==> config.mk <==
export PLATFORM = sky130hd
export DESIGN_NAME = bus_return_master
export DESIGN_NICKNAME = d
export VERILOG_FILES = /design/src/mem_ctrl_pkg.sv /design/src/bus_return_master.sv
export SDC_FILE = /design/constraint.sdc
export NUM_CORES = 1
export LEC_CHECK = 0
export ABC_AREA = 1
export BUFFER_PORTS_ARGS = -buffer_cell sky130_fd_sc_hd__buf_2
export CORE_AREA = 5 5 77 79
export DETAILED_ROUTE_END_ITERATION = 12
export DIE_AREA = 0 0 82 84
export PLACE_DENSITY_LB_ADDON = 0.3
export SKIP_CTS_REPAIR_TIMING = 1
export SYNTH_ARGS = -nofsm -noshare
export SYNTH_HDL_FRONTEND = slang
export SYNTH_SLANG_ARGS = --single-unit
==> constraint.sdc <==
create_clock -name bus_clk -period 2.4 [get_ports bus_clk]
set_input_delay 0.24 -clock bus_clk [delete_from_list [all_inputs] [get_ports bus_clk]]
set_output_delay 0.24 -clock bus_clk [all_outputs]
set_load 0.005 [all_outputs]
==> src/mem_ctrl_pkg.sv <==
// Shared definitions for the memory bus controller
// Address view, source and size codes, widths and FSM state encodings
package mem_ctrl_pkg;

   localparam int BEAT_W  = 32;
   localparam int BLOCK_W = 128;
   localparam int LINE_W  = 256;

   // Bus byte address, or the same bits split into row, half and byte offset
   typedef union packed
   {
      logic [15:0] raw;
      struct packed
      {
         logic [10:0] line;
         logic        half;
         logic [3:0]  offset;
      } f;
   } mem_addr_u;

   // One-hot requester
   typedef logic [2:0] src_t;
   localparam src_t SRC_IC  = 3'b001;
   localparam src_t SRC_DC  = 3'b010;
   localparam src_t SRC_DMA = 3'b100;

   // Bytes written are 2**code
   typedef logic [2:0] wsize_t;

   typedef enum logic [2:0]
   {
      S_IDLE  = 3'b001,
      S_ACK   = 3'b010,
      S_WBEAT = 3'b100
   } slave_state_t;

   typedef enum logic [3:0]
   {
      M_IDLE  = 4'b0001,
      M_REQ   = 4'b0010,
      M_ADDR  = 4'b0100,
      M_BEATS = 4'b1000
   } master_state_t;

endpackage

==> src/bus_return_master.sv <==
// Bus master stage returning read data to the requesting cache
`timescale 1ns/1ps

module bus_return_master
(
   input  logic                             bus_clk,
   input  logic                             rst_n,
   input  logic                             ret_ready,
   input  mem_ctrl_pkg::mem_addr_u          rd_addr,
   input  mem_ctrl_pkg::src_t               rd_src,
   input  logic [mem_ctrl_pkg::BLOCK_W-1:0] ret_data,
   input  logic                             bg,
   input  logic                             ack_in,
   output logic                             br,
   output logic                             dest_out_ic,
   output logic                             dest_out_dc,
   output logic [15:0]                      out_a,
   output logic [mem_ctrl_pkg::BEAT_W-1:0]  out_d,
   output logic                             out_d_valid,
   output logic                             ret_done
);

   mem_ctrl_pkg::master_state_t state;
   logic [1:0]                  beat_cnt;

   always_ff @(posedge bus_clk)
   begin
      if (!rst_n)
      begin
         state       <= mem_ctrl_pkg::M_IDLE;
         beat_cnt    <= 2'd0;
         dest_out_ic <= 1'b0;
         dest_out_dc <= 1'b0;
      end
      else
      begin
         // Destination strobe is the first cycle after grant
         dest_out_ic <= (state == mem_ctrl_pkg::M_REQ) && bg &&
                        (rd_src == mem_ctrl_pkg::SRC_IC);
         dest_out_dc <= (state == mem_ctrl_pkg::M_REQ) && bg &&
                        (rd_src == mem_ctrl_pkg::SRC_DC);
         case (state)
            mem_ctrl_pkg::M_IDLE:
               if (ret_ready)
                  state <= mem_ctrl_pkg::M_REQ;
            mem_ctrl_pkg::M_REQ:
               if (bg)
                  state <= mem_ctrl_pkg::M_ADDR;
            mem_ctrl_pkg::M_ADDR:
            begin
               beat_cnt <= 2'd0;
               // DMA has no strobe and sends no acknowledge
               if (ack_in || rd_src == mem_ctrl_pkg::SRC_DMA)
                  state <= mem_ctrl_pkg::M_BEATS;
            end
            mem_ctrl_pkg::M_BEATS:
            begin
               beat_cnt <= beat_cnt + 2'd1;
               if (beat_cnt == 2'd3)
                  state <= mem_ctrl_pkg::M_IDLE;
            end
            default:
               state <= mem_ctrl_pkg::M_IDLE;
         endcase
      end
   end

   assign br          = (state == mem_ctrl_pkg::M_REQ);
   assign out_a       = rd_addr.raw;
   assign out_d       = ret_data[beat_cnt*mem_ctrl_pkg::BEAT_W +: mem_ctrl_pkg::BEAT_W];
   assign out_d_valid = (state == mem_ctrl_pkg::M_BEATS);
   assign ret_done    = out_d_valid && (beat_cnt == 2'd3);

endmodule

==> impl_metrics.toml, run 1 <==
[critical_path]
setup.worst_path.end_class = "output port"
critPathArrivalTime_ns = 1.56
crit_path_start = "beat_cnt[1]"
critical_path_class = "flip-flop to output port"
setup.reg_to_reg.worst_slack_ns = 0.94
critical_path.slowest_cell = "sky130_fd_sc_hd__inv_1"
setup.worst_path.end = "out_d[14]"
critical_path_required_ns = 2.16
r2r_cells = 7
rr_startpoint = "beat_cnt[0]"
crit_path_max_fanout = 19
start_kind = "flip-flop"
regToRegEndpoint = "state[3]"
timing.critical_path.cells = "inv_1 > buf_4 > o21ai_0 > o22ai_1 > buf_2"
cpPeakStageDelay_ns = 0.39

[yosys]
synth_compound_area_share_pct = 38.2
synthXorXnorAreaFrac_pct = 0
muxShareOfSynthArea_pct = 0
synth_top_flop_cell = "sky130_fd_sc_hd__dfxtp_1"
syn_inst = 261
async_flop_share_pct = 0
syn-num-nets = 414
synth_common_cells = "sky130_fd_sc_hd__nor2_1, sky130_fd_sc_hd__o21ai_0, sky130_fd_sc_hd__o22ai_1, sky130_fd_sc_hd__buf_4, sky130_fd_sc_hd__inv_1"
synth_top_family_by_area = "compound AO/OA/AOI/OAI gates"
yosysUniqueCellTypes = 27
synth_enable_flop_cells = 0
syn_avg_cell_area_um2 = 5.68
synth_area_mm2 = 0.00148
synthDominantAreaCellType = "sky130_fd_sc_hd__o21ai_0"
ys_ff_latch = 8
seq_area_frac_synth_pct = 10.8
post_synth_main_area_contributors = "sky130_fd_sc_hd__o21ai_0, sky130_fd_sc_hd__nor2_1, sky130_fd_sc_hd__o22ai_1"
synth_most_common_cell = "sky130_fd_sc_hd__nor2_1"
synth_simple_gate_area_share_pct = 29.6
synthAdderAreaFrac_pct = 0.845
yosysWarnings = 0
synth_largest_type_area_fraction_pct = 18.2

[sta]
slew-limit-headroom_pct = 65.2
setup_viol_count_final = 0
hold_violations = 0
grt_setup_unrepaired = "no"
max_slew.worst_pin.slew_ns = 0.521
final.min_clock_period_ns = 1.80
max_clock_freq_mhz = 555
period_share_pct = 75.1
timing_max_transition_violations_final = 0
setup_total_negative_slack_ns = 0
finalClockSkew_ns = 0.00221

[placed_design]
dp_hpwl_mm = 4.78
place.gp.congestion = 0.862
port-buffer-count = 172

[clock_tree]
cts_tree = "built"
cts_max_path_buffers = 2
cts-root-buf = "sky130_fd_sc_hd__clkbuf_8"
clk_latency_ns = 0.23
cts_made_buffers = 3
clkTransAtPathRegs_ns = 0.04
clock_sink_count = 8
h-tree-depth = 1

[global_routing]
grt_first_pass_wirelength_mm = 9.10
groute.usage.overall_pct = 16.2
globalRouteOverflowTotal = 0
grt_max_degree = 57
antenna_found_initial = 0
first_global_vias = 2155

[layout]
layout-drive-gt1-share_pct = 47.8
design.final.nets = 559
area.growth.synth_to_final_pct = 55.1
utilization_pct = 43.6
antennaDiodeCount = 0

[die]
die_h_um = 84
dieArea_mm2 = 0.00689
core-area_mm2 = 0.00527
die_width_um = 82
initial_utilization_pct = 28.1
io-pin-count = 205
row_count = 27

[pwr]
p_leak_nw = 1.25
power_density_mw_per_mm2 = 398
vdd_ir_drop_max_v = 0.000201

[job]
timing.max_cap.violations = 0

[worst_hold_path]
hold_path_class = "primary input to flip-flop"

[route]
total_number_of_vias = 2234
routed_via_density = 4.69
drtPass1Iterations = 4
drc = 0
detail_route.wirelength_mm = 5.99
wl_per_cell_um = 12.6
final_antenna_net_count = 0
drt_iter0_drc = 58

[run_status]
outcome = "finished clean"
==> worst min path at each step <==
| stage | slack (ns) | cells past startpoint | from | to |
|---|---|---|---|---|
| final | 0.21 | 2 | rd_src[1] | dest_out_ic |
| after CTS | 0.20 | 2 | rd_src[1] | dest_out_ic |
| after global placement | 0.44 | 2 | rd_src[1] | dest_out_ic |
| after floorplan | 0.31 | 1 | rd_src[1] | dest_out_ic |
| after global routing | 0.20 | 2 | rd_src[1] | dest_out_ic |
| after detailed placement | 0.44 | 2 | rd_src[1] | dest_out_ic |
==> routing by layer <==
layer	vias up	global-route usage, %	wire [µm]
met5	-	0	0
met4	0	5.89	97
met3	10	3.89	611
met2	120	28.5	2940
met1	933	18.3	2340
li1	1171	-	-
==> cells by family after synthesis <==
kind of cell / Yosys count
AOI/OAI and AO/OA: 103
and+or+nand+nor: 94
buffers and inverters: 55
DFF: 8
adders and majority gates: 1
==> stage by stage <==
| stage | cells | instance area, µm² | hold slack [ns] | power [mW] | worst slack (ns) |
|---|---|---|---|---|---|
| 2_1_floorplan | 261 | 1480 | 0.311 | 0.551 | 1.17 |
| 3_3_place_gp | 473 | 2260 | 0.444 | 0.753 | 0.837 |
| 3_5_place_dp | 473 | 2260 | 0.444 | 0.758 | 0.838 |
| 4_1_cts | 476 | 2300 | 0.201 | 0.927 | 0.570 |
| 5_1_grt | 476 | 2300 | 0.205 | 1.00 | 0.443 |
| 6_report | 476 | 2300 | 0.206 | 0.915 | 0.597 |
==> power by group <==
group | total, mW | internal [mW] | switching, mW | leakage [nW]
clock network | 0.163 | 0.109 | 0.0540 | 0.0216
registers | 0.203 | 0.160 | 0.0438 | 0.0656
logic | 0.549 | 0.266 | 0.282 | 1.16
total | 0.915 | 0.534 | 0.380 | 1.25
==> registers in the layout (all words and copies together), names as in the netlist <==
name	flops
dest_out_dc	1
dest_out_ic	1
state	4
beat_cnt	2
==> cells in the final DEF, fill, tap and decap left out, drive strengths merged <==
master  instances
nor3            2
nand3           6
o22ai          32
a21oi           4
nor4            1
buf           176
or2             1
o211ai          1
clkbuf          3
nand2           8
nand4           2
ha              1
a211oi          1
and3            1
o21ai          65
nor2           73
inv            19
dfxtp           8
==> critical path, delay by kind of cell, from the launching register on <==
| family | cells | cell delay (ns) |
|---|---|---|
| compound gates | 2 | 0.22 |
| buf+inv | 3 | 0.82 |
| flops | 1 | 0.30 |
==> area by class of cell <==
class	instances	area [µm²]
fill	588	2970
inverter	19	71.3
timing repair buffer	176	916
multi-input combinational	198	1020
clock buffer	3	41.3
sequential	8	161
tap	72	90.1
Note: power is estimated with default switching activity, not from simulation.
==> run 2: changes to the inputs <==
--- a/config.mk
+++ b/config.mk
@@ -5,11 +5,11 @@
 export SDC_FILE = /design/constraint.sdc
 export NUM_CORES = 1
 export LEC_CHECK = 0
-export ABC_AREA = 1
+export ABC_AREA = 0
 export BUFFER_PORTS_ARGS = -buffer_cell sky130_fd_sc_hd__buf_2
-export CORE_AREA = 5 5 77 79
+export CORE_MARGIN = 5
+export CORE_UTILIZATION = 27
 export DETAILED_ROUTE_END_ITERATION = 12
-export DIE_AREA = 0 0 82 84
 export PLACE_DENSITY_LB_ADDON = 0.3
 export SKIP_CTS_REPAIR_TIMING = 1
 export SYNTH_ARGS = -nofsm -noshare
==> constraint.sdc (replaced) <==
create_clock -name bus_clk -period 1.65 [get_ports bus_clk]
set_input_delay 0.165 -clock bus_clk [delete_from_list [all_inputs] [get_ports bus_clk]]
set_output_delay 0.165 -clock bus_clk [all_outputs]
set_load 0.005 [all_outputs]
==> run 2 against run 1 <==
Worst setup slack got worse by 0.57 ns. Clock-buffer cell count did not move. Register-to-register slack got worse by 0.73 ns. Die area fell by 6.0%. Sequential power rose by 57%. Sequential share of layout area rose by 0.20 points. Critical path depth fell by 2. Routed wire length rose by 1.9%.
==> impl_metrics.toml, run 2 <==
[run_status]
outcome = "finished clean"

[sta]
max_clock_freq_mhz = 615
period_share_pct = 98.5
slew-limit-headroom_pct = 71.7
hold_violations = 0
grt_setup_unrepaired = "yes"
final.min_clock_period_ns = 1.62
final.hold.worst_slack_ns = 0.133
finalClockSkew_ns = 0.000680
timing_max_transition_violations_final = 0
max_slew.worst_pin.slew_ns = 0.424
setup_viol_count_final = 0

[yosys]
syn_avg_cell_area_um2 = 12.9
syn-num-nets = 257
post_synth_main_area_contributors = "sky130_fd_sc_hd__mux4_2, sky130_fd_sc_hd__dfxtp_1, sky130_fd_sc_hd__buf_4"
synth_top_family_by_area = "multiplexers"
synth_common_cells = "sky130_fd_sc_hd__mux4_2, sky130_fd_sc_hd__buf_4, sky130_fd_sc_hd__dfxtp_1, sky130_fd_sc_hd__buf_2, sky130_fd_sc_hd__nor2_1"
synth_most_common_cell = "sky130_fd_sc_hd__mux4_2"
synthDominantAreaCellType = "sky130_fd_sc_hd__mux4_2"
synth_simple_gate_area_share_pct = 14.1
synth_area_mm2 = 0.00134
async_flop_share_pct = 0
synth_top_flop_cell = "sky130_fd_sc_hd__dfxtp_1"
muxShareOfSynthArea_pct = 54.5
yosysWarnings = 0
seq_area_frac_synth_pct = 11.9
ys_ff_latch = 8
synth_largest_type_area_fraction_pct = 53.7
synthXorXnorAreaFrac_pct = 0.653
syn_inst = 104
synthAdderAreaFrac_pct = 0.933
synth_compound_area_share_pct = 5.41
synth_enable_flop_cells = 0
yosysUniqueCellTypes = 29

[critical_path]
crit_family = "multiplexers"
critical_path.slowest_cell = "sky130_fd_sc_hd__mux4_2"
start_kind = "flip-flop"
regToRegEndpoint = "beat_cnt[1]"
critical_path_class = "flip-flop to output port"
timing.critical_path.cells = "buf_12 > mux4_2 > buf_2"
critPathArrivalTime_ns = 1.46
setup.reg_to_reg.worst_slack_ns = 0.21
r2r_cells = 5
critical_path_buf_inv_count = 2
rr_startpoint = "state[3]"
cp.depth = 3
crit_path_max_fanout = 12
setup.worst_path.end = "out_d[6]"
crit_path_start = "beat_cnt[0]"
critical_path_required_ns = 1.48
setup.worst_path.end_class = "output port"
cpPeakStageDelay_ns = 0.51

[clock_tree]
cts_tree = "built"
clkTransAtPathRegs_ns = 0.04
cts_max_path_buffers = 2
cts_made_buffers = 3
h-tree-depth = 1
clock_sink_count = 8
clk_latency_ns = 0.22
cts-root-buf = "sky130_fd_sc_hd__clkbuf_8"

[layout]
antennaDiodeCount = 0
layout-drive-gt1-share_pct = 84.0
top_reg_by_flops = "state"
fillerInstances = 484
most-common-layout-cells = "sky130_fd_sc_hd__buf_2, sky130_fd_sc_hd__mux4_2, sky130_fd_sc_hd__dfxtp_1"
most_common_library_cell_in_the_layout_ignoring_fill_and_taps = "sky130_fd_sc_hd__buf_2"
flip_flop_count_of_the_largest_register_all_copies_and_words_added = 4
fin_area_mm2 = 0.00227
area.growth.synth_to_final_pct = 69.2
largestRegisters = "state (4), beat_cnt (2)"
design.final.nets = 418

[global_routing]
globalRouteOverflowTotal = 0
antenna_found_initial = 0
grt_max_degree = 21
groute.usage.overall_pct = 16.4
first_global_vias = 1572
grt_first_pass_wirelength_mm = 8.22

[die]
row_count = 25
core-area_mm2 = 0.00479
die_h_um = 80.5
dieArea_mm2 = 0.00648
die_width_um = 80.5
io-pin-count = 205
initial_utilization_pct = 28.0

[route]
wl_per_cell_um = 18.5
total_number_of_vias = 1592
routed_via_density = 4.82
final_antenna_net_count = 0
drt_iter0_drc = 56
drtPass1Iterations = 4
drc = 0
detail_route.wirelength_mm = 6.10

[placed_design]
place.gp.congestion = 0.852
port-buffer-count = 172
dpl_cell_area_mm2 = 0.00219

[pwr]
p_leak_nw = 1.08
power_density_mw_per_mm2 = 507
vdd_ir_drop_max_v = 0.000429

[job]
timing.max_cap.violations = 0

[worst_hold_path]
hold_path_class = "primary input to flip-flop"
==> run 2: changes by cell type in the layout (fill, tap and decap cells not counted), moves of 3 or more <==
cell                      delta
sky130_fd_sc_hd__nor2_1     -63
sky130_fd_sc_hd__nor3b_1     +4
sky130_fd_sc_hd__buf_4       +4
sky130_fd_sc_hd__o21ai_0    -50
sky130_fd_sc_hd__a21oi_1     -3
sky130_fd_sc_hd__nor2_2      -3
sky130_fd_sc_hd__mux4_2     +32
sky130_fd_sc_hd__o21ai_1    -11
sky130_fd_sc_hd__nand2_1     -6
sky130_fd_sc_hd__o22ai_1    -31
sky130_fd_sc_hd__inv_1      -16
sky130_fd_sc_hd__nor2b_1     +3
==> run 2: final cells by class <==
cell class	count	area [µm²]	area share, %
inverters	1	3.75	0.165
well taps	67	83.8	3.69
repair buffers	181	963	42.4
flip-flops and latches	8	164	7.22
multi-input cells	70	1010	44.7
clock buffers	3	41.3	1.82
==> run 2: metal layers <==
metal	vias to the layer above	part of all wire (%)	track usage, %
li1	737	-	-
met1	760	36	19.3
met2	85	53	30.2
met3	10	10	4.37
met4	0	0.69	2.36
met5	-	0	0
==> run 2: where the power goes <==
group          switching (mW)  total (mW)  internal [mW]
registers              0.0924       0.319          0.226
logic                   0.211       0.604          0.393
clock network          0.0706       0.228          0.158
==> run 2: logic make-up after synthesis <==
group	after synthesis
buffers and inverters	26
adders and majority gates	1
and+or+nand+nor	24
muxes	33
AOI/OAI and AO/OA	11
DFF	8
xor gates and xnor gates	1
==> run 2: worst register-to-register path, delay by kind of cell, from the launching register on <==
kind	cells	cell delay [ns]
AO/OA/AOI/OAI	1	0.15
buffers and inverters	1	0.18
flip-flops	1	0.50
AND/OR/NAND/NOR	3	0.49
==> run 2: per-stage QoR <==
step                      std cells  total power, mW  setup slack (ns)  utilization [%]  setup TNS, ns
after global placement          323            0.911             0.199             45.7              0
after floorplan                 104            0.664             0.164                -              0
after detailed placement        323            0.921             0.162             45.7              0
after global routing            330             1.24           -0.0328             47.4         -0.428
final                           330             1.15            0.0252             47.4              0
after CTS                       326             1.15           -0.0800             46.5          -1.04
==> run 2: worst min-delay path by stage <==
stage | startpoint | end | cells after the start
4_1_cts | rd_src[0] | dest_out_dc | 2
3_3_place_gp | rd_addr[4] | out_a[4] | 0
3_5_place_dp | rd_addr[4] | out_a[4] | 0
6_report | rd_src[0] | dest_out_dc | 2
2_1_floorplan | rst_n | state[0] | 1
5_1_grt | rd_src[0] | dest_out_dc | 2
==> run 3: changes to the inputs <==
==> constraint.sdc (replaced) <==
create_clock -name bus_clk -period 1.65 [get_ports bus_clk]
set_input_delay 0.4125 -clock bus_clk [delete_from_list [all_inputs] [get_ports bus_clk]]
set_output_delay 0.4125 -clock bus_clk [all_outputs]
set_load 0.005 [all_outputs]
==> run 3 against run 2 <==
The run now ends with setup timing left. Sequential power is essentially flat. Cell count up 0.30%. Routed wire length up 4.3%. Hold slack better by 0.24 ns. Flip-flop and latch count stayed put. Clock-buffer cell count did not move.
==> impl_metrics.toml, run 3 (same netlist as run 2, synthesis figures left out) <==
[route]
drc = 0
final_antenna_net_count = 0
total_number_of_vias = 1601
wl_per_cell_um = 19.2
drt_iter0_drc = 65
routed_via_density = 4.84
detail_route.wirelength_mm = 6.37
drtPass1Iterations = 4

[clock_tree]
clock_sink_count = 8
cts_tree = "built"
cts-root-buf = "sky130_fd_sc_hd__clkbuf_8"
clkTransAtPathRegs_ns = 0.04
cts_made_buffers = 3
cts_max_path_buffers = 2
h-tree-depth = 1
clk_latency_ns = 0.23

[pwr]
p_leak_nw = 1.10
vdd_ir_drop_max_v = 0.000597
power_report.internal_total_mw = 0.813
p_clk_share_pct = 19.4
pwr-share-seq_pct = 26.4
share_comb_of_total_power_pct = 54.1
net-switching-power_mw = 0.403
power_density_mw_per_mm2 = 519
sw_frac_of_total_pct = 33.1

[placed_design]
place.gp.congestion = 0.938
port-buffer-count = 172
placed_cells_incl_taps = 324
dp_hpwl_mm = 5.65
dpl_cell_area_mm2 = 0.00222

[run_status]
outcome = "finished with violations"
failed_checks = "setup timing"

[sta]
max_clock_freq_mhz = 536
period_share_pct = 113
final.hold.worst_slack_ns = 0.374
setup_viol_count_final = 33
hold_violations = 0
slew-limit-headroom_pct = 69.5
timing_max_transition_violations_final = 0
final.min_clock_period_ns = 1.87
setup_slack_ns = -0.215
max_slew.worst_pin.slew_ns = 0.457
finalClockSkew_ns = 0.00543
grt_setup_unrepaired = "yes"

[layout]
most_common_library_cell_in_the_layout_ignoring_fill_and_taps = "sky130_fd_sc_hd__buf_2"
largestRegisters = "state (4), beat_cnt (2)"
area.growth.synth_to_final_pct = 74.8
most-common-layout-cells = "sky130_fd_sc_hd__buf_2, sky130_fd_sc_hd__mux4_2, sky130_fd_sc_hd__dfxtp_1"
antennaDiodeCount = 0
number_of_cells_in_the_finished_layout_apart_from_fillers = 331
layout-drive-gt1-share_pct = 85.6
design.final.nets = 419
flip_flop_count_of_the_largest_register_all_copies_and_words_added = 4
utilization_pct = 49.0
top_reg_by_flops = "state"
fin_area_mm2 = 0.00234

[die]
core-area_mm2 = 0.00479
initial_utilization_pct = 28.0
row_count = 25
dieArea_mm2 = 0.00648
io-pin-count = 205
die_width_um = 80.5
die_h_um = 80.5

[critical_path]
start_kind = "flip-flop"
critPathArrivalTime_ns = 1.45
critical_path_required_ns = 1.24
setup.worst_path.end_class = "output port"
crit_path_max_fanout = 9
critical_path_class = "flip-flop to output port"

[global_routing]
first_global_vias = 1673
grt_max_degree = 33
grt_first_pass_wirelength_mm = 8.57
groute.usage.overall_pct = 17.3
globalRouteOverflowTotal = 0
antenna_found_initial = 0

[job]
timing.max_cap.violations = 0

[worst_hold_path]
hold_path_class = "primary input to flip-flop"
[run 3: worst max-delay path: stages (launching register included)]
cell and delay [ns]:
sky130_fd_sc_hd__dfxtp_4 0.40, sky130_fd_sc_hd__buf_12 0.15, sky130_fd_sc_hd__mux4_2 0.51, sky130_fd_sc_hd__buf_2 0.16
[run 3: worst paths after layout]
check | slack (ns) | start | end | depth (start not counted)
worst max register to register | 0.10 | beat_cnt[0] | state[3] | 7
worst min register to register | 0.64 | beat_cnt[1] | beat_cnt[1] | 2
worst min-delay path | 0.37 | rd_src[0] | dest_out_dc | 2
worst max-delay path | -0.22 | beat_cnt[0] | out_d[4] | 3
[run 3: final cells by class]
class | count | area (µm²)
fill | 469 | 2440
multi-input combinational | 70 | 1030
timing repair buffer | 182 | 1020
sequential | 8 | 165
tap | 67 | 83.8
clock buffer | 3 | 41.3
inverter | 1 | 3.75
[run 3: metal layers]
layer  share of wire, %  track usage (%)  vias to the layer above
met1                 38             21.2                      754
met2                 51             29.6                       92
met4                2.1             5.57                        0
li1                   -                -                      737
met5                  0                0                        -
met3                9.4             4.26                       18
[run 3: power groups by stage]
stage	logic [mW]	registers, mW	clock network, mW
finish	0.658	0.321	0.236
global route	0.720	0.333	0.256
CTS	0.621	0.313	0.244
detailed placement	0.618	0.317	0
global placement	0.607	0.317	0
floorplan	0.399	0.267	0
[run 3: per-stage QoR]
step                      power, mW  setup WS [ns]  setup TNS [ns]
after floorplan               0.666        0.00969               0
after global placement        0.924       0.000930               0
after detailed placement      0.935        -0.0115         -0.0277
after CTS                      1.18         -0.262           -7.39
after global routing           1.31         -0.269           -7.93
final                          1.22         -0.215           -6.13
